[src/hdl/secp256k1_pkg.sv]
/*
  secp256k1 field arithmetic definitions.
  element and product widths, packed element/product types,
  operation tag type, and the prime widened for range checks.
*/
package secp256k1_pkg;

  localparam int FE_BITS   = 256;  // one field element.
  localparam int PROD_BITS = 512;  // full product width.

  typedef logic [FE_BITS-1:0]   fe_t;     // 8 x 32-bit words.
  typedef logic [PROD_BITS-1:0] prod_t;   // 16 x 32-bit words.
  typedef logic [7:0]           fp_tag_t; // software op tag.

  // p = 2^256 - 2^32 - 977, zero-extended to product width.
  localparam prod_t p_eq = {
    {FE_BITS{1'b0}},
    256'hFFFFFFFF_FFFFFFFF_FFFFFFFF_FFFFFFFF_FFFFFFFF_FFFFFFFF_FFFFFFFE_FFFFFC2F
  };

endpackage

[src/hdl/fp_bus_pkg.sv]
/*
  Wishbone classic request/response structs
  and the byte-address register map of the multiplier.
*/
package fp_bus_pkg;

  typedef struct packed {
    logic        cyc;  // bus cycle.
    logic        stb;  // strobe.
    logic        we;   // write enable.
    logic [7:0]  adr;  // byte address.
    logic [31:0] dat;  // write data.
    logic [3:0]  sel;  // byte lanes.
  } wb_req_t;

  typedef struct packed {
    logic        ack;  // one-cycle ack.
    logic [31:0] dat;  // read data.
  } wb_rsp_t;

  localparam logic [7:0] REG_A_BASE = 8'h00; // A words 0..7, lsw first.
  localparam logic [7:0] REG_B_BASE = 8'h20; // B words 0..7.
  localparam logic [7:0] REG_CTRL   = 8'h40; // [0] start, [15:8] tag.
  localparam logic [7:0] REG_STATUS = 8'h44; // busy, done, err, tag.
  localparam logic [7:0] REG_R_BASE = 8'h80; // result words, read-only.

endpackage

[src/hdl/fp_wb_regs.sv]
/*
  Wishbone classic slave for the field multiplier.
  operand registers with byte lanes, start/status control,
  operand range check, result and status readback.
*/
`timescale 1ns/1ns

module fp_wb_regs (
  input  logic                   i_clk,
  input  logic                   i_rst,
  input  fp_bus_pkg::wb_req_t    i_wb,
  output fp_bus_pkg::wb_rsp_t    o_wb,
  output secp256k1_pkg::fe_t     o_a,
  output secp256k1_pkg::fe_t     o_b,
  output secp256k1_pkg::fp_tag_t o_tag,
  output logic                   o_val,
  output logic                   o_err,
  output logic                   o_start,
  input  logic                   i_rdy,
  input  logic                   i_done,
  input  secp256k1_pkg::fe_t     i_res,
  input  logic                   i_res_err,
  input  secp256k1_pkg::fp_tag_t i_res_tag
);
  import secp256k1_pkg::*;
  import fp_bus_pkg::*;

  logic        req;       // new request not yet acked.
  logic        wr;        // write part of req.
  logic [2:0]  widx;      // word index within a bank.
  logic        sel_a;
  logic        sel_b;
  logic        sel_ctrl;
  logic        sel_sts;
  logic        sel_r;
  fp_tag_t     ctl_tag;   // tag as last written to CTRL.
  logic        busy_q;
  logic        done_q;
  logic        err_q;
  fp_tag_t     tag_q;     // tag returned with the result.
  logic        sts_busy;
  logic        sts_done;
  logic        sts_err;
  fp_tag_t     sts_tag;
  logic [31:0] rd_dat;

  assign req      = i_wb.cyc & i_wb.stb & ~o_wb.ack; // ack follows one cycle later.
  assign wr       = req & i_wb.we;
  assign widx     = i_wb.adr[4:2];
  assign sel_a    = (i_wb.adr[7:5] == REG_A_BASE[7:5]);
  assign sel_b    = (i_wb.adr[7:5] == REG_B_BASE[7:5]);
  assign sel_ctrl = (i_wb.adr[7:2] == REG_CTRL[7:2]);
  assign sel_sts  = (i_wb.adr[7:2] == REG_STATUS[7:2]);
  assign sel_r    = (i_wb.adr[7:5] == REG_R_BASE[7:5]);

  // done strobe shows through in its own cycle.
  assign sts_busy = busy_q & ~i_done;
  assign sts_done = done_q | i_done;
  assign sts_err  = i_done ? i_res_err : err_q;
  assign sts_tag  = i_done ? i_res_tag : tag_q;

  always_comb begin
    rd_dat = '0; // unmapped reads as zero.
    if (sel_a) begin
      rd_dat = o_a[widx*32 +: 32];
    end else if (sel_b) begin
      rd_dat = o_b[widx*32 +: 32];
    end else if (sel_ctrl) begin
      rd_dat = {16'h0, ctl_tag, 8'h0}; // start reads back 0.
    end else if (sel_sts) begin
      rd_dat = {16'h0, sts_tag, 5'h0, sts_err, sts_done, sts_busy};
    end else if (sel_r) begin
      rd_dat = i_res[widx*32 +: 32];
    end
  end

  // byte-lane writes of operand words.
  always_ff @(posedge i_clk) begin
    for (int j = 0; j < 4; j++) begin
      if (wr && sel_a && i_wb.sel[j]) begin
        o_a[widx*32 + j*8 +: 8] <= i_wb.dat[j*8 +: 8];
      end
      if (wr && sel_b && i_wb.sel[j]) begin
        o_b[widx*32 + j*8 +: 8] <= i_wb.dat[j*8 +: 8];
      end
    end
  end

  always_ff @(posedge i_clk) begin
    if (i_rst) begin
      o_wb.ack <= 1'b0;
      o_wb.dat <= '0;
    end else begin
      o_wb.ack <= req; // single-cycle ack.
      if (req) begin
        o_wb.dat <= i_wb.we ? 32'h0 : rd_dat;
      end
    end
  end

  always_ff @(posedge i_clk) begin
    if (i_rst) begin
      ctl_tag <= '0;
      o_start <= 1'b0;
      o_val   <= 1'b0;
      o_err   <= 1'b0;
      o_tag   <= '0;
      busy_q  <= 1'b0;
      done_q  <= 1'b0;
      err_q   <= 1'b0;
      tag_q   <= '0;
    end else begin
      if (wr && sel_ctrl && i_wb.sel[1]) begin
        ctl_tag <= i_wb.dat[15:8];
      end
      // start strobe is dropped while busy.
      o_start <= wr & sel_ctrl & i_wb.sel[0] & i_wb.dat[0] & ~busy_q;
      if (o_start) begin
        o_val  <= 1'b1;  // launch held until accepted.
        busy_q <= 1'b1;
        done_q <= 1'b0;
        o_tag  <= ctl_tag;
        o_err  <= (prod_t'(o_a) >= p_eq) | (prod_t'(o_b) >= p_eq); // operand range.
      end else if (o_val && i_rdy) begin
        o_val <= 1'b0;
      end
      if (i_done) begin
        busy_q <= 1'b0;
        done_q <= 1'b1;
        err_q  <= i_res_err;
        tag_q  <= i_res_tag;
      end
    end
  end

endmodule

[config.mk]
export PLATFORM = sky130hd
export DESIGN_NAME = fp_wb_regs
export DESIGN_NICKNAME = d
export VERILOG_FILES = /design/src/hdl/secp256k1_pkg.sv /design/src/hdl/fp_bus_pkg.sv /design/src/hdl/fp_wb_regs.sv
export SDC_FILE = /design/constraint.sdc
export NUM_CORES = 1
export LEC_CHECK = 0
export ABC_CLOCK_PERIOD_IN_PS = 3860
export CAP_MARGIN = 20
export CORE_AREA = 3 3 338 340
export CTS_BUF_LIST = sky130_fd_sc_hd__clkbuf_16
export DETAILED_ROUTE_END_ITERATION = 8
export DIE_AREA = 0 0 341 343
export DONT_BUFFER_PORTS = 1
export HOLD_SLACK_MARGIN = 0.02
export MAX_ROUTING_LAYER = met4
export PLACE_DENSITY = 0.46
export SLEW_MARGIN = 0
export SYNTH_ARGS = -nofsm -noshare
export SYNTH_HDL_FRONTEND = slang
export SYNTH_SLANG_ARGS = --single-unit
[constraint.sdc]
create_clock -name i_clk -period 3.86 [get_ports i_clk]
set_input_delay 0 -clock i_clk [delete_from_list [all_inputs] [get_ports i_clk]]
set_output_delay 0 -clock i_clk [all_outputs]
set_load 0.005 [all_outputs]
# Word level (Yosys, flattened, before mapping)
# Cells that the tools add are included.
[totals] register_bits=575
[classes] n_addsub=7 magnitude_cmp=2 eq_ne=4 shifts=11 n_mux=28 bitwise_logic=13 reduce_logical=17
[op_table] cell="bitwise mux 256 bit" count=8
[op_table] cell="two-way mux 256 bit" count=8
[op_table] cell="variable shift 8 x 34 -> 256 bit, first input constant" count=4
[op_table] cell="indexed part select 8 x 34 -> 256 bit" count=4
[op_table] cell="indexed part select 256 x 9 -> 32 bit" count=3
[op_table] cell="greater-or-equal comparator 256 bit, second input constant" count=2
[op_table] cell="two-way mux 32 bit" count=6
[op_table] cell="negation 9 -> 34 bit" count=3
[op_table] cell="negation 8 -> 34 bit" count=1
[op_table] cell="adder 8 x 5 -> 9 bit, second input constant" count=2
[op_table] cell="logical AND 1 bit" count=13
[op_table] cell="equality test 6 x 5 -> 1 bit, second input constant" count=2
[op_table] cell="adder 8 x 4 -> 9 bit, second input constant" count=1
[op_table] cell="bitwise AND 1 bit" count=8
[op_table] cell="two-way mux 8 bit" count=1
[op_table] cell="two-way mux 1 bit" count=5
[op_table] cell="nonzero test 2 bit" count=2
[op_table] cell="equality test 3 x 1 -> 1 bit, second input constant" count=1
[op_table] cell="equality test 3 bit, second input constant" count=1
[op_table] cell="zero test 3 bit" count=1
[op_table] cell="inverter 1 bit" count=3
[op_table] cell="bitwise OR 1 bit" count=2
[op_table] cell="OR reduction 2 bit" count=1

# Logic depth before layout (Yosys ltp)
[logic_depth] word_depth=12 ltp_mapped=14 mapped_depth_nobuf=7

# Least setup slack after synthesis
# Ideal clock, no wire load.
[synth_path] path_type="input -> register" from="input i_wb[38] (netlist name)" to="register o_a[224], enable pin" arrival_time_ns=2.351 path_slack_ns=1.125 path_stages=12 path_cell_list="buf_6 > buf_12 > buf_12 > buf_6 > buf_6 > inv_2 > ha_1 > ha_1 > clkbuf_1 > nor2_2 > nand3_1 > nor3_1"
[synth_between] elab_chain_len=10
[synth_rtl] item="start: declaration" line_no="fp_wb_regs.sv:11" text="input fp_bus_pkg::wb_req_t i_wb,"
[synth_rtl] item="parallel branches: the longest is 9 deep, another holds negation 9 -> 34 bit"
[synth_rtl] item="two-way mux 256 bit *" line_no="fp_wb_regs.sv:80" text="if (wr && sel_a && i_wb.sel[j]) begin"
[synth_rtl] item="end signal: indexed assignment" line_no="fp_wb_regs.sv:81" text="o_a[widx*32 + j*8 +: 8] <= i_wb.dat[j*8 +: 8];"
[synth_rtl] item="end: declaration" line_no="fp_wb_regs.sv:13" text="output secp256k1_pkg::fe_t o_a,"
# Mark *: on every way between the ends.
# A chain may end at the register's enable or synchronous reset.

# Final worst setup path
[layout_path] from="register o_wb[32] (netlist name)" to="register o_a[126], enable pin"
[layout_between] elab_chain_len=12
[layout_rtl] item="start: declaration" line_no="fp_wb_regs.sv:12" text="output fp_bus_pkg::wb_rsp_t o_wb,"
[layout_rtl] item="inverter 1 bit *" line_no="fp_wb_regs.sv:47" text="assign req = i_wb.cyc & i_wb.stb & ~o_wb.ack;"
[layout_rtl] item="bitwise AND 1 bit *" line_no="fp_wb_regs.sv:47"
[layout_rtl] item="bitwise AND 1 bit *" line_no="fp_wb_regs.sv:48" text="assign wr = req & i_wb.we;"
[layout_rtl] item="logical AND 1 bit *" line_no="fp_wb_regs.sv:80"
[layout_rtl] item="logical AND 1 bit" line_no="fp_wb_regs.sv:80"
[layout_rtl] item="two-way mux 256 bit" line_no="fp_wb_regs.sv:80"
[layout_rtl] item="bitwise mux 256 bit" line_no="fp_wb_regs.sv:81"
[layout_rtl] item="two-way mux 256 bit" line_no="fp_wb_regs.sv:80"
[layout_rtl] item="bitwise mux 256 bit" line_no="fp_wb_regs.sv:81"
[layout_rtl] item="two-way mux 256 bit" line_no="fp_wb_regs.sv:80"
[layout_rtl] item="bitwise mux 256 bit" line_no="fp_wb_regs.sv:81"
[layout_rtl] item="two-way mux 256 bit *" line_no="fp_wb_regs.sv:80"
# Every way passes the cells marked *; elsewhere a longest branch is shown, timed or not.

==> impl_metrics.ini <==
[sta]
fin_ws_ps = 1022
fin_hold_ws_ps = -18.69
rsz0062_at_grt = no
min_period_ps = 2838
setup-violations-final = 0
fin_crit_sh_pct = 73.52
fmax_mhz = 352.4
fin_skew_ps = 20.52
relSlewSlack_pct = 23.61
finalHoldViolations = 1
tightest_slew_ps = 1142
fin_setup_tns_ps = 0
slew_violations = 0

[global_routing]
grt_overflow = 0
grt_pass1_vias = 20700
grt_pass1_wl_um = 206200
grt_max_degree = 152
antenna_found_initial = 33
grt_usage_pct = 26.98

[setup_path]
critPathLaunchType = flip-flop
cp_num_cells = 6
worstPathRequired_ps = 4150
crit_arrival_ps = 3120
cp_cell_sequence = and3b_1 > nand2_1 > nor2_4 > and2_1 > nand2_2 > inv_1
r2r_end = o_a[126]$_DFFE_PP_
critPathCaptureType = flip-flop
slowest_stage = and2_1
r2r-start = o_wb[32]$_SDFF_PP0_
slowest_delay_ps = 620
r2r_setup_slack_ps = 1020
crit_fanout = 9
critPathTopFamily = simple AND/OR/NAND/NOR gates
crit_buf_inv = 1
rr_worst_depth = 6
path_class = flip-flop to flip-flop

[final_layout]
fillers = 11330
final_cell_mix = edfxtp_1, nor2_1, nand2_1
final_common_cell = edfxtp_1
area_growth_syn_to_layout_pct = 19.32
final_util_pct = 29.57
drive_gt1_share_pct = 17.87
final_nets = 2507

[worst_hold_path]
whs_endpoint = o_wb[1]$_SDFFE_PP0P_
hp-class = primary input to flip-flop
hold_depth = 4
hold_start = i_wb[40]

[placed_design]
place_ws_ps = 933.4
port_buffers = 0
place_congestion = 0.9809
dp.final_hpwl_um = 118500

[run]
max_cap_viol_count = 0

[yosys]
muxShareOfSynthArea_pct = 17.13
synth_simple_gate_area_share_pct = 16.57
yosysWarnings = 0
synth_flop_cell = edfxtp_1
synth_xor_area_share_pct = 0.1173
synth_top_family_by_area = multiplexers
ys_seq_area_share_pct = 59.99
postSynthCellCount = 2045
async_flop_share_pct = 0
synth_adder_area_share_pct = 0.2707
synth_cell_types = 53
synth_compound_area_share_pct = 2.883
synth_edf_count = 512
synth-seq-cells = 575
avgSynthCellArea_sq_um = 13.56
synthesis.area_sq_um = 27730
syn_nets = 2367

[clock_network]
cts.path.max_buffers = 3
cts_root_buf = clkbuf_16
post_cts_buffers = 0
numClockSinks = 575
htreeDepth = 3
worstSkewPairLatency_ps = 650
path_clk_slew_ps = 60
cts_buffers = 71
cts_tree = built

[pwr]
powerDensity_nw_per_um2 = 430.9
ir_drop_mv = 0.3083
power_leakage_nw = 10.56
power_w = 0.01426

[floorplanning]
start_util_pct = 24.78
core_sq_um = 111900
io_pins = 872
fp-row-count = 123
die-area_sq_um = 117000
dieHeight_um = 343
die_x_um = 341

[drt]
drc = 0
vias = 21500
antenna_left = 0
via_per_inst = 5.712
drt_iter0_markers = 2682
drtPass1Iterations = 5
wirelength_um = 159500
post_drt_wl_per_cell_um = 42.39

[run_status]
outcome = finished with violations
violations = negative hold slack
[kinds of logic after synthesis]
family | Yosys count
muxes | 229
adders and majority gates | 6
buffers and inverters | 153
DFF | 575
AOI/OAI and AO/OA | 135
and+or+nand+nor | 945
xor gates and xnor gates | 2
[worst reg2reg max path: stages, from the launching register on]
cell and delay (ps):
dfxtp_1 340, and3b_1 400, nand2_1 180, nor2_4 240, and2_1 620, nand2_2 300
inv_1 410
[layout make-up]
cell class                 instances  area (sq um)  area share (%)
tap                             1500          1877           5.672
clock buffer                      74          1852           5.597
clock inverter                    52         381.6           1.153
timing repair buffer             199          1859           5.619
sequential                       575         16640           50.28
antenna                           25         62.56          0.1891
multi-input combinational       1317         10340           31.24
inverter                          21         81.33          0.2458
[how the worst max path moves through the flow]
stage	startpoint	to	slack [ps]
CTS	o_a[33]$_DFFE_PP_	o_err$_SDFFE_PP0P_	900
finish	o_wb[32]$_SDFF_PP0_	o_a[126]$_DFFE_PP_	1020
floorplan	i_wb[38]	o_a[224]$_DFFE_PP_	1130
detailed placement	o_a[33]$_DFFE_PP_	o_err$_SDFFE_PP0P_	930
global route	o_wb[32]$_SDFF_PP0_	o_b[62]$_DFFE_PP_	760
global placement	o_a[33]$_DFFE_PP_	o_err$_SDFFE_PP0P_	890
[report_power, final]
group	internal [W]	leakage, nW	switching [W]
Combinational	0.000396	5.13	0.000618
Clock	0.00364	1.14	0.00284
Sequential	0.00673	4.29	0.0000223
Total	0.0108	10.6	0.00349
[flip-flops by register name, indices dropped and copies added (netlist names)]
signal and count:
busy_q 1, ctl_tag 8, done_q 1, err_q 1, o_a 256, o_b 256
o_err 1, o_start 1, o_tag 8, o_val 1, o_wb 33, tag_q 8
[metal layers]
layer  GRT usage [%]  vias up  part of all wire, %
met5               -        -                    0
met4           7.373        0                  3.0
met3           11.01      232                   12
met2           42.60     1476                   47
met1           31.84    11490                   38
li1                -     8300                    -
[what timing repair did]
item	in CTS	in global routing
hold buffers	113	0
resized for setup	0	0
hold endpoints to repair	965	0
[through the flow]
step / instances / instance area [sq um]
2_1_floorplan: 2045 / 27730
5_1_grt: 3756 / 33070
3_3_place_gp: 3499 / 29580
3_5_place_dp: 3499 / 29580
4_1_cts: 3738 / 33020
6_report: 3763 / 33090
[cells in the mapped netlist (8+ instances only)]
| library cell | number | area (sq um) |
|---|---|---|
| edfxtp_1 | 512 | 15370 |
| nor2_1 | 306 | 1149 |
| nand2_1 | 233 | 874.6 |
| mux4_2 | 177 | 3986 |
| and3_1 | 138 | 863.3 |
| nand4_1 | 125 | 782.0 |
| dfxtp_1 | 63 | 1261 |
| clkbuf_1 | 58 | 217.7 |
| buf_2 | 40 | 200.2 |
| mux2i_1 | 37 | 370.4 |
| a21oi_1 | 36 | 180.2 |
| and2_1 | 36 | 225.2 |
| nor4_1 | 33 | 206.5 |
| o21ai_0 | 25 | 125.1 |
| a31oi_1 | 23 | 143.9 |
| nand3_1 | 20 | 100.1 |
| nor3_1 | 20 | 100.1 |
| o21ai_1 | 20 | 100.1 |
| inv_1 | 19 | 71.32 |
| mux4_1 | 15 | 394.1 |
| buf_4 | 9 | 67.56 |
| o22ai_1 | 9 | 56.30 |
| a22o_1 | 8 | 70.07 |
| buf_6 | 8 | 90.09 |
| o2bb2ai_1 | 8 | 70.07 |
(Power assumes the default switching activity.)
