--- src/hdl/secp256k1_pkg.sv ---
/*
  secp256k1 field arithmetic definitions.
  element and product widths, packed element/product types,
  operation tag type, and the prime widened for range checks.
*/
package secp256k1_pkg;

  localparam int FE_BITS   = 256;  // one field element.
  localparam int PROD_BITS = 512;  // full product width.

  typedef logic [FE_BITS-1:0]   fe_t;     // 8 x 32-bit words.
  typedef logic [PROD_BITS-1:0] prod_t;   // 16 x 32-bit words.
  typedef logic [7:0]           fp_tag_t; // software op tag.

  // p = 2^256 - 2^32 - 977, zero-extended to product width.
  localparam prod_t p_eq = {
    {FE_BITS{1'b0}},
    256'hFFFFFFFF_FFFFFFFF_FFFFFFFF_FFFFFFFF_FFFFFFFF_FFFFFFFF_FFFFFFFE_FFFFFC2F
  };

endpackage

--- src/hdl/fp_result_hold.sv ---
/*
  One-entry result holder at the end of the pipeline.
  keeps result, err and tag for readback and pulses done.
*/
`timescale 1ns/1ns

module fp_result_hold (
  input  logic                   i_clk,
  input  logic                   i_rst,
  input  secp256k1_pkg::fe_t     i_dat,
  input  logic                   i_val,
  input  logic                   i_err,
  input  secp256k1_pkg::fp_tag_t i_ctl,
  input  logic                   i_clear,
  output logic                   o_rdy,
  output logic                   o_done,
  output secp256k1_pkg::fe_t     o_res,
  output logic                   o_res_err,
  output secp256k1_pkg::fp_tag_t o_res_tag
);
  import secp256k1_pkg::*;

  logic full;  // holding an unread op.

  assign o_rdy = ~full; // no overwrite of a held result.

  always_ff @(posedge i_clk) begin
    if (i_rst) begin
      full      <= 1'b0;
      o_done    <= 1'b0;
      o_res     <= '0;   // result words read 0 after reset.
      o_res_err <= 1'b0;
      o_res_tag <= '0;
    end else begin
      o_done <= 1'b0;
      if (i_clear) begin
        full <= 1'b0;    // new start, data kept until replaced.
      end else if (i_val && !full) begin
        full      <= 1'b1;
        o_done    <= 1'b1; // single-cycle strobe.
        o_res     <= i_dat;
        o_res_err <= i_err;
        o_res_tag <= i_ctl;
      end
    end
  end

endmodule

--- config.mk ---
export PLATFORM = sky130hd
export DESIGN_NAME = fp_result_hold
export DESIGN_NICKNAME = d
export VERILOG_FILES = /design/src/hdl/secp256k1_pkg.sv /design/src/hdl/fp_result_hold.sv
export SDC_FILE = /design/constraint.sdc
export NUM_CORES = 1
export LEC_CHECK = 0
export ABC_CLOCK_PERIOD_IN_PS = 1200
export BUFFER_PORTS_ARGS = -buffer_cell sky130_fd_sc_hd__buf_2
export CORE_AREA = 2 2 208 210
export CTS_BUF_LIST = sky130_fd_sc_hd__clkbuf_2 sky130_fd_sc_hd__clkbuf_4 sky130_fd_sc_hd__clkbuf_8
export DETAILED_ROUTE_END_ITERATION = 10
export DIE_AREA = 0 0 210 212
export GPL_TIMING_DRIVEN = 0
export HOLD_SLACK_MARGIN = 0.06
export SETUP_SLACK_MARGIN = 0.3
export SYNTH_ARGS = -nofsm -noshare
export SYNTH_HDL_FRONTEND = slang
export SYNTH_SLANG_ARGS = --single-unit
--- constraint.sdc ---
create_clock -name i_clk -period 1.2 [get_ports i_clk]
set_input_delay 0.24 -clock i_clk [delete_from_list [all_inputs] [get_ports i_clk]]
set_output_delay 0.24 -clock i_clk [all_outputs]
set_load 0.1 [all_outputs]
# Word-level counts from Yosys, hierarchy flattened
# Cells that the tools add are included.
# op_classes
n_bitwise	2
n_reduce_logical	4
mux	1
# op_table
op	count
$not 1->1	2
$reduce_and 2->1	1
$reduce_or 2->1	1
$logic_and 1x1->1	1
$logic_not 1->1	1
$mux 1	1
# totals
output_inout_bits	267
elab_cells	12
inputBits	269
regBits	267

# Depth between registers and ports, before layout
# Gate-level depths: netlist (run 1).
# depth
ltp_word	3
ltp_mapped	5
mapped_depth_nobuf	2

# Least setup slack after synthesis (run 1)
# OpenSTA, ideal clock, no wires.
# synth_path
kind	reg-to-reg
start	reg o_res[252] (netlist name)
end	reg o_res[252]
t_arrival_ps	1153
stages_incl_launch_ff	3
path_slack_ps	-24
setup_ps	72
path_buffers	0
path_cell_list	dfxtp_1 > nand2b_1 > mux2i_1
# synth_rtl
element	line	text
end signal, assigned	fp_result_hold.sv:41	o_res <= i_dat;
end, declared	fp_result_hold.sv:17	output secp256k1_pkg::fe_t o_res,

# Worst setup path in the final report (run 1)
# layout_path
start	reg full
end	reg o_res[29]
# layout_between
elab_chain_cells	3
# layout_rtl
element	line	text
start, declared	fp_result_hold.sv:23	logic full;
start signal, assigned	fp_result_hold.sv:29	full <= 1'b0;
start signal, assigned	fp_result_hold.sv:37	full <= 1'b0;
start signal, assigned	fp_result_hold.sv:39	full <= 1'b1;
$logic_not 1->1	fp_result_hold.sv:38	end else if (i_val && !full) begin
$logic_and 1x1->1	fp_result_hold.sv:38	
$reduce_and 2->1 (no line)	-	
# No other way between the ends.
# A chain may end at the register's enable or synchronous reset.

==> results of run 1 <==
==> routing by layer <==
layer	share of wire	up-vias	routed length, um
met2	0.51	499	28100
met1	0.37	5909	20500
li1	-	5713	-
met3	0.066	184	3600
met4	0.047	0	2600
met5	0	-	0
==> state kept, by name, summed over array words and instances (netlist names) <==
register   cells
o_res        256
o_res_tag      8
o_res_err      1
o_done         1
full           1
==> final cells by class <==
type | instances | area, um2
diodes | 4 | 10.0
plain buffers | 89 | 838
clock buffers | 85 | 1030
clock inverters | 3 | 17.5
fillers | 3073 | 17200
inverters | 1 | 3.75
multi-input cells | 799 | 6070
flip-flops and latches | 267 | 5770
well taps | 546 | 683
repair buffers | 937 | 10900
==> repair_timing <==
action	in CTS	in global routing
buffers inserted	55	57
gates cloned	6	18
setup endpoints to repair	532	532
resized for setup	1085	50
hold buffers	267	0
endpoints found under the hold margin	267	0
==> placed cells by master, fill, tap and decap left out, drive strengths merged, types with 2 or more instances in the layout <==
| cell type | Yosys | final |
|---|---|---|
| clkbuf | 53 | 156 |
| mux2i | 265 | 265 |
| dfxtp | 267 | 267 |
| clkinv | 0 | 2 |
| diode | 0 | 4 |
| buf | 36 | 688 |
| nand2b | 530 | 530 |
| dlygate4sd3 | 0 | 267 |
==> power breakdown <==
part	internal, uW	leakage (uW)	switching, uW
Clock	5360	0.000562	4180
Combinational	4010	0.00762	5060
Sequential	9380	0.00231	522
==> logic make-up after synthesis <==
| family | count (synthesis) |
|---|---|
| buffers and inverters | 90 |
| multiplexers | 265 |
| flip-flops | 267 |
| AND/OR/NAND/NOR | 534 |
==> path summary, 6_finish.rpt <==
check | startpoint | endpoint | slack (ns)
hold reg to reg | o_res[109] | o_res[109] | 0.49
setup / recovery | full | o_res[29] | -0.30
setup reg to reg | full | o_res[29] | -0.30
hold / removal | i_clear | o_res_tag[4] | 0.38
==> through the flow <==
stage               TNS, ns  worst slack [ns]  hold WS [ns]  cell area, um2  utilization
finish               -89.62            -0.304         0.384           25300        0.596
global route        -130.14            -0.375         0.358           25300        0.596
CTS                 -110.59            -0.269         0.189           24300        0.571
detailed placement  -131.22            -0.784         0.443           15800        0.372
global placement    -126.35            -0.744         0.433           15800        0.372
floorplan                 0            0.0168         0.312           12500            -
==> worst reg2reg max path, delay by kind of cell (launching register included) <==
| kind | cells | cell delay, ns |
|---|---|---|
| multiplexers | 1 | 0.30 |
| flip-flops | 1 | 0.33 |
| AND/OR/NAND/NOR | 1 | 0.17 |
| buffers and inverters | 4 | 0.61 |
==> metrics, run 1 <==
Netlist cell types=14; leak pwr=0.0105 uW; Pwr Density=1130 nW/um2; TritonRoute pass-1 iters=4; final std cells w/o fill=2,731; minimum clock period after layout=1.50 ns; core area=42,500 um2; Synth area leaders=dfxtp_1 44%, nand2b_1 27%, mux2i_1 22%; sequential-to-total area share from yosys stat=0.441; Yosys top cell by area=dfxtp_1; failing checks=setup timing; drt first-iter violations=502; Synth top cells by count=530 x nand2b_1, 267 x dfxtp_1, 265 x mux2i_1; routed wire length=54.7 mm; Hold Crit Class=input port to register; largest family of logic cells by synthesized area=simple AND/OR/NAND/NOR gates; worst-path cell chain=nor3b_2, buf_6, buf_12, buf_16, clkbuf_16, mux2i_1; average wire per standard cell=20.0 um; Synth top area share=0.441; Mapped Avg Cell Area=10.5 um2; area fraction in compound gates after synthesis=0; IO Pins=536; clk slew on worst S/H paths=0.08 ns; cells after synthesis=1,156; maxcap violations=0; Worst setup EP type=register; WS Path Type=register to register; worst vdd ir=0.934 mV; Initial Util=0.285; Max Clk Rate=665 MHz; Setup WS post-layout=-0.304 ns; initial antenna violation count=3; top-count cell post-synth=nand2b_1; CTS root buf=clkbuf_8; Die Y=212 um; met1 GRT Util=0.227; syn_nets=1,425; first-pass GRT wire length=75.2 mm; Yosys warnings=0; area share of xor/xnor cells in the synthesized design=0; port bufs=534; H-tree depth=2; Yosys reg bits=267; Vias/cell=4.51; routed via count=12,300; largest net degree at the start of global routing=13; Tightest Pin Transition=0.824 ns; unrepaired setup endpoints after global routing=yes; clk_lat worst skew=0.61 ns; P&R area growth vs syn=109%; Pins Over Slew Limit=0; number of synthesized flops with an enable pin=0; status=finished with violations; crit path launch type=register; Max Clock Skew=0.0245 ns; met2 usage=0.391; critical path arrival=2.00 ns; DIE AREA=44,500 um2; Die X=210 um; slew margin rel.=0.451; worst r2r path cells=6; multiplexer area fraction after synthesis=0.219; GRT Util Overall=0.217; ys flop type=dfxtp_1; Synth Area in Simple Gates=0.276; residual DRC count=0; CTS max path bufs=3; TritonCTS clock tree=built; Cell Rows=76; GRT Residual Overflow=0; nets@finish=2,413; Routed Antenna Nets=0; Worst path depth=6; Synth Area in Adders=0; GRT Max-Usage Layer=met2; CP max stage delay=0.33 ns; Post-Syn Area=12,100 um2; period utilization=1.25; vias in the first global route=13,400; Top Family by Delay on Critical Path=buffers and inverters; final-report hold violation count=0; setup violators final=532; Placed Instances=2,236; clock buffer count from CTS=49; critical-path maximum fanout=6; async set-reset flop share out of synthesis=0; share of post-route cells with drive strength above 1=0.493; CP required=1.69 ns; Buf/Inv on CP=4; HPWL after DPL=30.0 mm; met3 Track Usage GR=0.0672; Pwr Total=28,500 uW; GPL Wtd Cong=0.820; hold path cells=6; clock sink count=267; CP max stage cell=dfxtp_2
(Power assumes the default switching activity.)
==> inputs of run 2 (changes only) <==
--- a/config.mk
+++ b/config.mk
@@ -5,12 +5,13 @@
 export SDC_FILE = /design/constraint.sdc
 export NUM_CORES = 1
 export LEC_CHECK = 0
+export ABC_AREA = 1
 export ABC_CLOCK_PERIOD_IN_PS = 1200
 export BUFFER_PORTS_ARGS = -buffer_cell sky130_fd_sc_hd__buf_2
-export CORE_AREA = 2 2 208 210
+export CORE_AREA = 2 2 210 212
 export CTS_BUF_LIST = sky130_fd_sc_hd__clkbuf_2 sky130_fd_sc_hd__clkbuf_4 sky130_fd_sc_hd__clkbuf_8
 export DETAILED_ROUTE_END_ITERATION = 10
-export DIE_AREA = 0 0 210 212
+export DIE_AREA = 0 0 212 214
 export GPL_TIMING_DRIVEN = 0
 export HOLD_SLACK_MARGIN = 0.06
 export SETUP_SLACK_MARGIN = 0.3
==> metrics, run 2 <==
clk_lat worst skew=0.63 ns (+0.02 ns); worst r2r src=full; flip-flop count of the largest register after layout=256 (unchanged); routed via count=17,600 (+43%); Hold Slack=0.351 ns (-0.0326 ns); number of synthesized flops with an enable pin=0 (unchanged); GRT Util Overall=0.253 (+0.0363); period utilization=1.35 (+0.100); Netlist cell types=13 (-1); Die X=212 um (+0.95%); initial antenna violation count=3 (unchanged); multi-input combinational cell area=7020 um2 (+16%); Tightest Pin Transition=1.13 ns (+0.309 ns); CTS max path bufs=3 (unchanged); routed wire length=76.7 mm (+40%); GRT Residual Overflow=0 (unchanged); GPL Wtd Cong=0.923 (+13%); most common cell after layout, fill and taps aside=buf_2; unrepaired setup endpoints after global routing=yes; nets@finish=3,048 (+26%); TritonRoute pass-1 iters=7 (+3); IO Pins=536 (unchanged); HPWL after DPL=34.9 mm (+16%); P&R area growth vs syn=148%; Core Util, Final=0.679 (+0.0826); hold path cells=5 (-1); R2R Path End=o_res[83]; Worst setup EP type=register; H-tree depth=2 (unchanged); Die Y=214 um (+0.94%); vias in the first global route=16,700 (+24%); core area=42,900 um2 (+0.89%); final-report hold violation count=0 (unchanged); leak pwr=0.0133 uW (+27%); Pwr Total=34,400 uW (+21%); CTS root buf=clkbuf_8; Synth area leaders=dfxtp_1 46%, a21oi_1 11%, nand3_1 11%; worst hold start=i_rst; Pins Over Slew Limit=0 (unchanged); Int Pwr=20,900 uW (+12%); maxcap violations=0 (unchanged); Initial Util=0.273 (-0.0122); Post-Syn Area=11,700 um2 (-3.4%); TritonCTS clock tree=built; Filler cells=2,576 (-16%); first-pass GRT wire length=90.6 mm (+20%); top-count cell post-synth=inv_1; Hold Crit Class=input port to register; Pwr Density=1180 nW/um2 (+5.0%); Cell Rows=76 (unchanged); crit path launch type=register; CP max stage delay=0.37 ns (+0.04 ns); Top Family by Delay on Critical Path=buffers and inverters; NetSw=13,400 uW (+38%); r2r setup slk=-0.42 ns (-0.12 ns); clock buffer count from CTS=50 (+2.0%); Worst path most repeated cell=buf_12; Max Clk Rate=616 MHz (-7.4%); ys flop type=dfxtp_1; critical-path maximum fanout=6 (unchanged); most frequent cells in the layout=325 x buf_2, 305 x buf_12, 267 x inv_1, 266 x dlygate4sd3_1, 237 x nor2_1; Synth top cells by count=268 x inv_1, 267 x dfxtp_1, 266 x a21oi_1; cells after synthesis=1,745 (+51%); critical path arrival=2.14 ns (+0.14 ns); combinational fraction of design power=0.399 (+0.081); Mapped Avg Cell Area=6.71 um2 (-36%); setup violators final=532 (unchanged); largest net degree at the start of global routing=13 (unchanged); worst-path cell chain=nor2_4, buf_12, buf_12, buf_12, buf_16, clkbuf_16, a21oi_4, nor2_1; async set-reset flop share out of synthesis=0 (unchanged); CP required=1.71 ns (+0.02 ns); worst vdd ir=1.18 mV (+26%); clock network fraction of total power=0.302 (-0.033); status=finished with violations; Synth top area share=0.456 (+0.0155); average wire per standard cell=22.5 um (+12%); Buf/Inv on CP=5 (+1); Post-Place Cell Area=16,000 um2 (+1.0%); sequential share of power=0.299 (-0.048); clock sink count=267 (unchanged); Hold Crit Endpoint=o_res_tag[0]; DIE AREA=45,400 um2 (+1.9%); sequential-to-total area share from yosys stat=0.456 (+0.0155); share of post-route cells with drive strength above 1=0.588 (+0.0946); failing checks=setup timing; Largest Register=o_res; drt first-iter violations=1,334 (+170%); port bufs=534 (unchanged); biggest regs=o_res x256, o_res_tag x8; clk slew on worst S/H paths=0.06 ns (-0.02 ns); Vias/cell=5.15 (+14%); Yosys reg bits=267 (unchanged); Final Cell Area=29,100 um2 (+15%); Sequential Area=5970 um2 (+3.6%); syn_nets=2,014 (+41%); residual DRC count=0 (unchanged); WS Path Type=register to register; slew margin rel.=0.245 (-0.206); worst r2r path cells=8 (+2); minimum clock period after layout=1.62 ns (+0.120 ns); CP max stage cell=dfxtp_4; Max Clock Skew=0.0186 ns (-0.00590 ns); Sw Ratio=0.391 (+0.0486); Routed Antenna Nets=0 (unchanged); Yosys warnings=0 (unchanged); Yosys top cell by area=dfxtp_1; Setup WS post-layout=-0.424 ns (-0.120 ns)
[run 2: routing by layer]
metal,track usage,wire (um),part of all wire,up-vias
met3,0.0740,6790,0.088,474
li1,-,-,-,7549
met5,0,0,0,-
met1,0.253,25500,0.33,8292
met2,0.447,37600,0.49,1235
met4,0.179,6820,0.089,0
[run 2: repair_timing]
action | 4_1_cts | 5_1_grt
pin swaps | 3 | 86
resized for setup | 1270 | 593
endpoints found under the setup margin | 532 | 534
hold buffers | 266 | 0
endpoints found under the hold margin | 267 | 0
gates cloned | 11 | 40
setup buffers | 30 | 101
[run 2: final cells by class]
cell class | instances | share of cell area
repair buffers | 982 | 0.406
multi-input cells | 1064 | 0.241
flip-flops and latches | 267 | 0.205
plain buffers | 146 | 0.0482
clock buffers | 83 | 0.0360
inverters | 268 | 0.0347
well taps | 585 | 0.0252
clock inverters | 7 | 0.00301
diodes | 3 | 0.000258
[run 2: cell families (layout without fill, tap and decap cells)]
logic type / after synthesis / after routing / share of synthesized area
and+or+nand+nor: 798 / 798 / 0.285
buffers and inverters: 414 / 1486 / 0.145
DFF: 267 / 267 / 0.456
AOI/OAI and AO/OA: 266 / 266 / 0.114
other: 0 / 3 / 0
[run 2: power groups by stage]
stage / logic (uW) / clock network, uW / registers [uW]
2_1_floorplan: 2130 / 0 / 14400
3_3_place_gp: 8220 / 0 / 10100
3_5_place_dp: 8260 / 0 / 10100
4_1_cts: 11300 / 10300 / 10300
5_1_grt: 14100 / 10800 / 10300
6_report: 13700 / 10400 / 10300
[run 2: worst max-delay path by stage]
stage / start / endpoint / slack (ns) / cells after the start
global route: full / o_res[175] / -0.58 / 9
global placement: i_rst / o_res[135] / -0.72 / 6
detailed placement: i_rst / o_res[119] / -0.78 / 6
finish: full / o_res[83] / -0.42 / 8
CTS: full / o_rdy / -0.36 / 2
floorplan: o_res[39] / o_res[39] / 0.02 / 2
[run 2: worst reg2reg max path, stage by stage, from the launching register on]
cell,delay [ns]
dfxtp_4,0.37
nor2_4,0.12
buf_12,0.15
buf_12,0.12
buf_12,0.16
buf_16,0.16
clkbuf_16,0.17
a21oi_4,0.06
nor2_1,0.21
[run 2: stage by stage]
stage	setup WS [ns]	std cells	TNS, ns
2_1_floorplan	0.0213	1745	0
3_3_place_gp	-0.716	2864	-133.79
3_5_place_dp	-0.778	2864	-138.11
4_1_cts	-0.361	3261	-115.99
5_1_grt	-0.582	3405	-147.49
6_report	-0.424	3405	-125.13
==> inputs of run 3 (changes only) <==
--- a/config.mk
+++ b/config.mk
@@ -7,11 +7,11 @@
 export LEC_CHECK = 0
 export ABC_AREA = 1
 export ABC_CLOCK_PERIOD_IN_PS = 1200
-export BUFFER_PORTS_ARGS = -buffer_cell sky130_fd_sc_hd__buf_2
-export CORE_AREA = 2 2 210 212
+export CORE_AREA = 2 2 208 210
 export CTS_BUF_LIST = sky130_fd_sc_hd__clkbuf_2 sky130_fd_sc_hd__clkbuf_4 sky130_fd_sc_hd__clkbuf_8
 export DETAILED_ROUTE_END_ITERATION = 10
-export DIE_AREA = 0 0 212 214
+export DIE_AREA = 0 0 210 212
+export DONT_BUFFER_PORTS = 1
 export GPL_TIMING_DRIVEN = 0
 export HOLD_SLACK_MARGIN = 0.06
 export SETUP_SLACK_MARGIN = 0.3
==> metrics, run 3 (synthesized netlist as in run 2, its figures left out) <==
leak pwr=0.00880 uW (-34%); first-pass GRT wire length=73.1 mm (-19%); setup violators final=532 (unchanged); CTS root buf=clkbuf_8; Tightest Pin Transition=0.887 ns (-0.246 ns); GRT Residual Overflow=0 (unchanged); CTS max path bufs=3 (unchanged); Hold Crit Class=input port to register; combinational fraction of design power=0.164 (-0.235); drt first-iter violations=816 (-39%); Placed Instances=2,291 (-20%); DIE AREA=44,500 um2 (-1.9%); clock sink count=267 (unchanged); Largest Register=o_res; H-tree depth=2 (unchanged); WS Path Type=register to register; final-report hold violation count=2 (+2); vias in the first global route=13,200 (-21%); Max Clk Rate=593 MHz (-3.7%); nets@finish=2,378 (-22%); maxcap violations=0 (unchanged); Die Y=212 um (-0.93%); share of post-route cells with drive strength above 1=0.342 (-0.245); TritonRoute pass-1 iters=5 (-2); Pwr Density=1410 nW/um2 (+19%); clock network fraction of total power=0.315 (+0.013); largest net degree at the start of global routing=12 (-1); routed wire length=52.5 mm (-32%); Filler cells=3,909 (+52%); Die X=210 um (-0.94%); clk slew on worst S/H paths=0.07 ns (about the same); crit path launch type=register; worst hold start=i_clear; clk_lat worst skew=0.59 ns (-0.04 ns); CP max stage delay=0.35 ns (-0.02 ns); failing checks=hold timing, setup timing; TritonCTS clock tree=built; final std cells w/o fill=2,688 (-21%); CP max stage cell=dfxtp_4; CP required=1.67 ns (-0.04 ns); average wire per standard cell=19.5 um (-13%); Worst setup EP type=register; P&R area growth vs syn=67.1%; Int Pwr=16,300 uW (-22%); HPWL after DPL=33.1 mm (-5.2%); sequential share of power=0.522 (+0.223); Vias/cell=4.97 (-3.7%); period utilization=1.41 (+0.0527); critical-path maximum fanout=6 (unchanged); hold buffers post-CTS=266 (unchanged); worst-path cell chain=buf_4, nor2_4, buf_6, buf_12, buf_12, buf_8, bufbuf_16, nand3_1, nand2_1, nor2_2; port bufs=0 (-100%); clock buffer count from CTS=49 (-2.0%); GRT Util Overall=0.210 (-0.0429); residual DRC count=0 (unchanged); total negative slack=-134.71 ns (-9.58 ns); worst r2r src=full; Worst path most repeated cell=buf_12; slew margin rel.=0.409 (+0.164); routed via count=13,300 (-24%); minimum clock period after layout=1.69 ns (+0.0632 ns); Max Clock Skew=0.0100 ns (-0.00862 ns); core area=42,500 um2 (-0.89%); NetSw=11,200 uW (-16%); unrepaired setup endpoints after global routing=yes; Setup WS post-layout=-0.487 ns (-0.0632 ns); initial antenna violation count=0 (-3); DP Worst Slack=-0.831 ns (-0.0532 ns); GPL Wtd Cong=0.915 (-0.78%); Routed Antenna Nets=0 (unchanged); status=finished with violations; most frequent cells in the layout=267 x inv_1, 266 x dlygate4sd3_1, 265 x dfxtp_4, 260 x nor2_1, 241 x nand2_1; Hold Slack=-0.178 ns (-0.529 ns); worst vdd ir=1.02 mV (-13%); Cell Rows=76 (unchanged); most common cell after layout, fill and taps aside=inv_1; worst setup path startpoint=full; IO Pins=536 (unchanged); Final Cell Area=19,600 um2 (-33%); critical path arrival=2.16 ns (+0.02 ns); Initial Util=0.276 (+0.00244); Post-Place Cell Area=13,300 um2 (-17%); flip-flop count of the largest register after layout=256 (unchanged); Pins Over Slew Limit=0 (unchanged); biggest regs=o_res x256, o_res_tag x8; Sw Ratio=0.408 (+0.0172)
-- run 3: area by class of cell --
cell class	count	area, um2	share of cell area
Buffer	146	1310	0.0671
Clock buffer	72	897	0.0458
Timing Repair Buffer	313	3610	0.184
Clock inverter	7	35.0	0.00179
Inverter	268	1010	0.0516
Antenna cell	5	12.5	0.000639
Sequential cell	267	6340	0.324
Tap cell	546	683	0.0349
Multi-Input combinational cell	1064	5680	0.290
-- run 3: worst paths after layout --
check | end | slack [ns] | cells after the start
hold / removal | full | -0.18 | 2
setup reg to reg | o_res[59] | -0.49 | 10
hold reg to reg | o_done | 0.61 | 2
setup / recovery | o_res[59] | -0.49 | 10
-- run 3: timing repair --
action | in CTS | in global routing
setup endpoints to repair | 534 | 534
gates cloned | 9 | 19
gates resized for setup | 438 | 170
pin swaps | 2 | 18
endpoints found under the hold margin | 267 | 2
buffers inserted | 15 | 4
-- run 3: power by group through the flow --
stage	clock network (uW)	logic [uW]	registers, uW
3_3_place_gp	0	2670	14700
6_report	8670	4500	14400
4_1_cts	8860	3850	14300
2_1_floorplan	0	2130	14400
3_5_place_dp	0	2730	14700
5_1_grt	9350	4870	14400
-- run 3: stage by stage --
step | power [uW] | util
after global routing | 28600 | 0.460
after global placement | 17400 | 0.312
after detailed placement | 17400 | 0.312
after CTS | 27000 | 0.432
after floorplan | 16600 | -
final | 27500 | 0.461
-- run 3: worst max-delay path, delay by kind of cell, from the launching register on --
kind	cells	cell delay, ns
flops	1	0.35
buf+inv	6	0.87
simple gates	4	0.33
-- run 3: per-layer routing --
layer | GRT usage | share of wire | vias up | routed length (um)
li1 | - | - | 6178 | -
met1 | 0.218 | 0.37 | 6303 | 19200
met2 | 0.368 | 0.49 | 680 | 25500
met3 | 0.0846 | 0.096 | 185 | 5030
met4 | 0.107 | 0.054 | 0 | 2820
met5 | 0 | 0 | - | 0
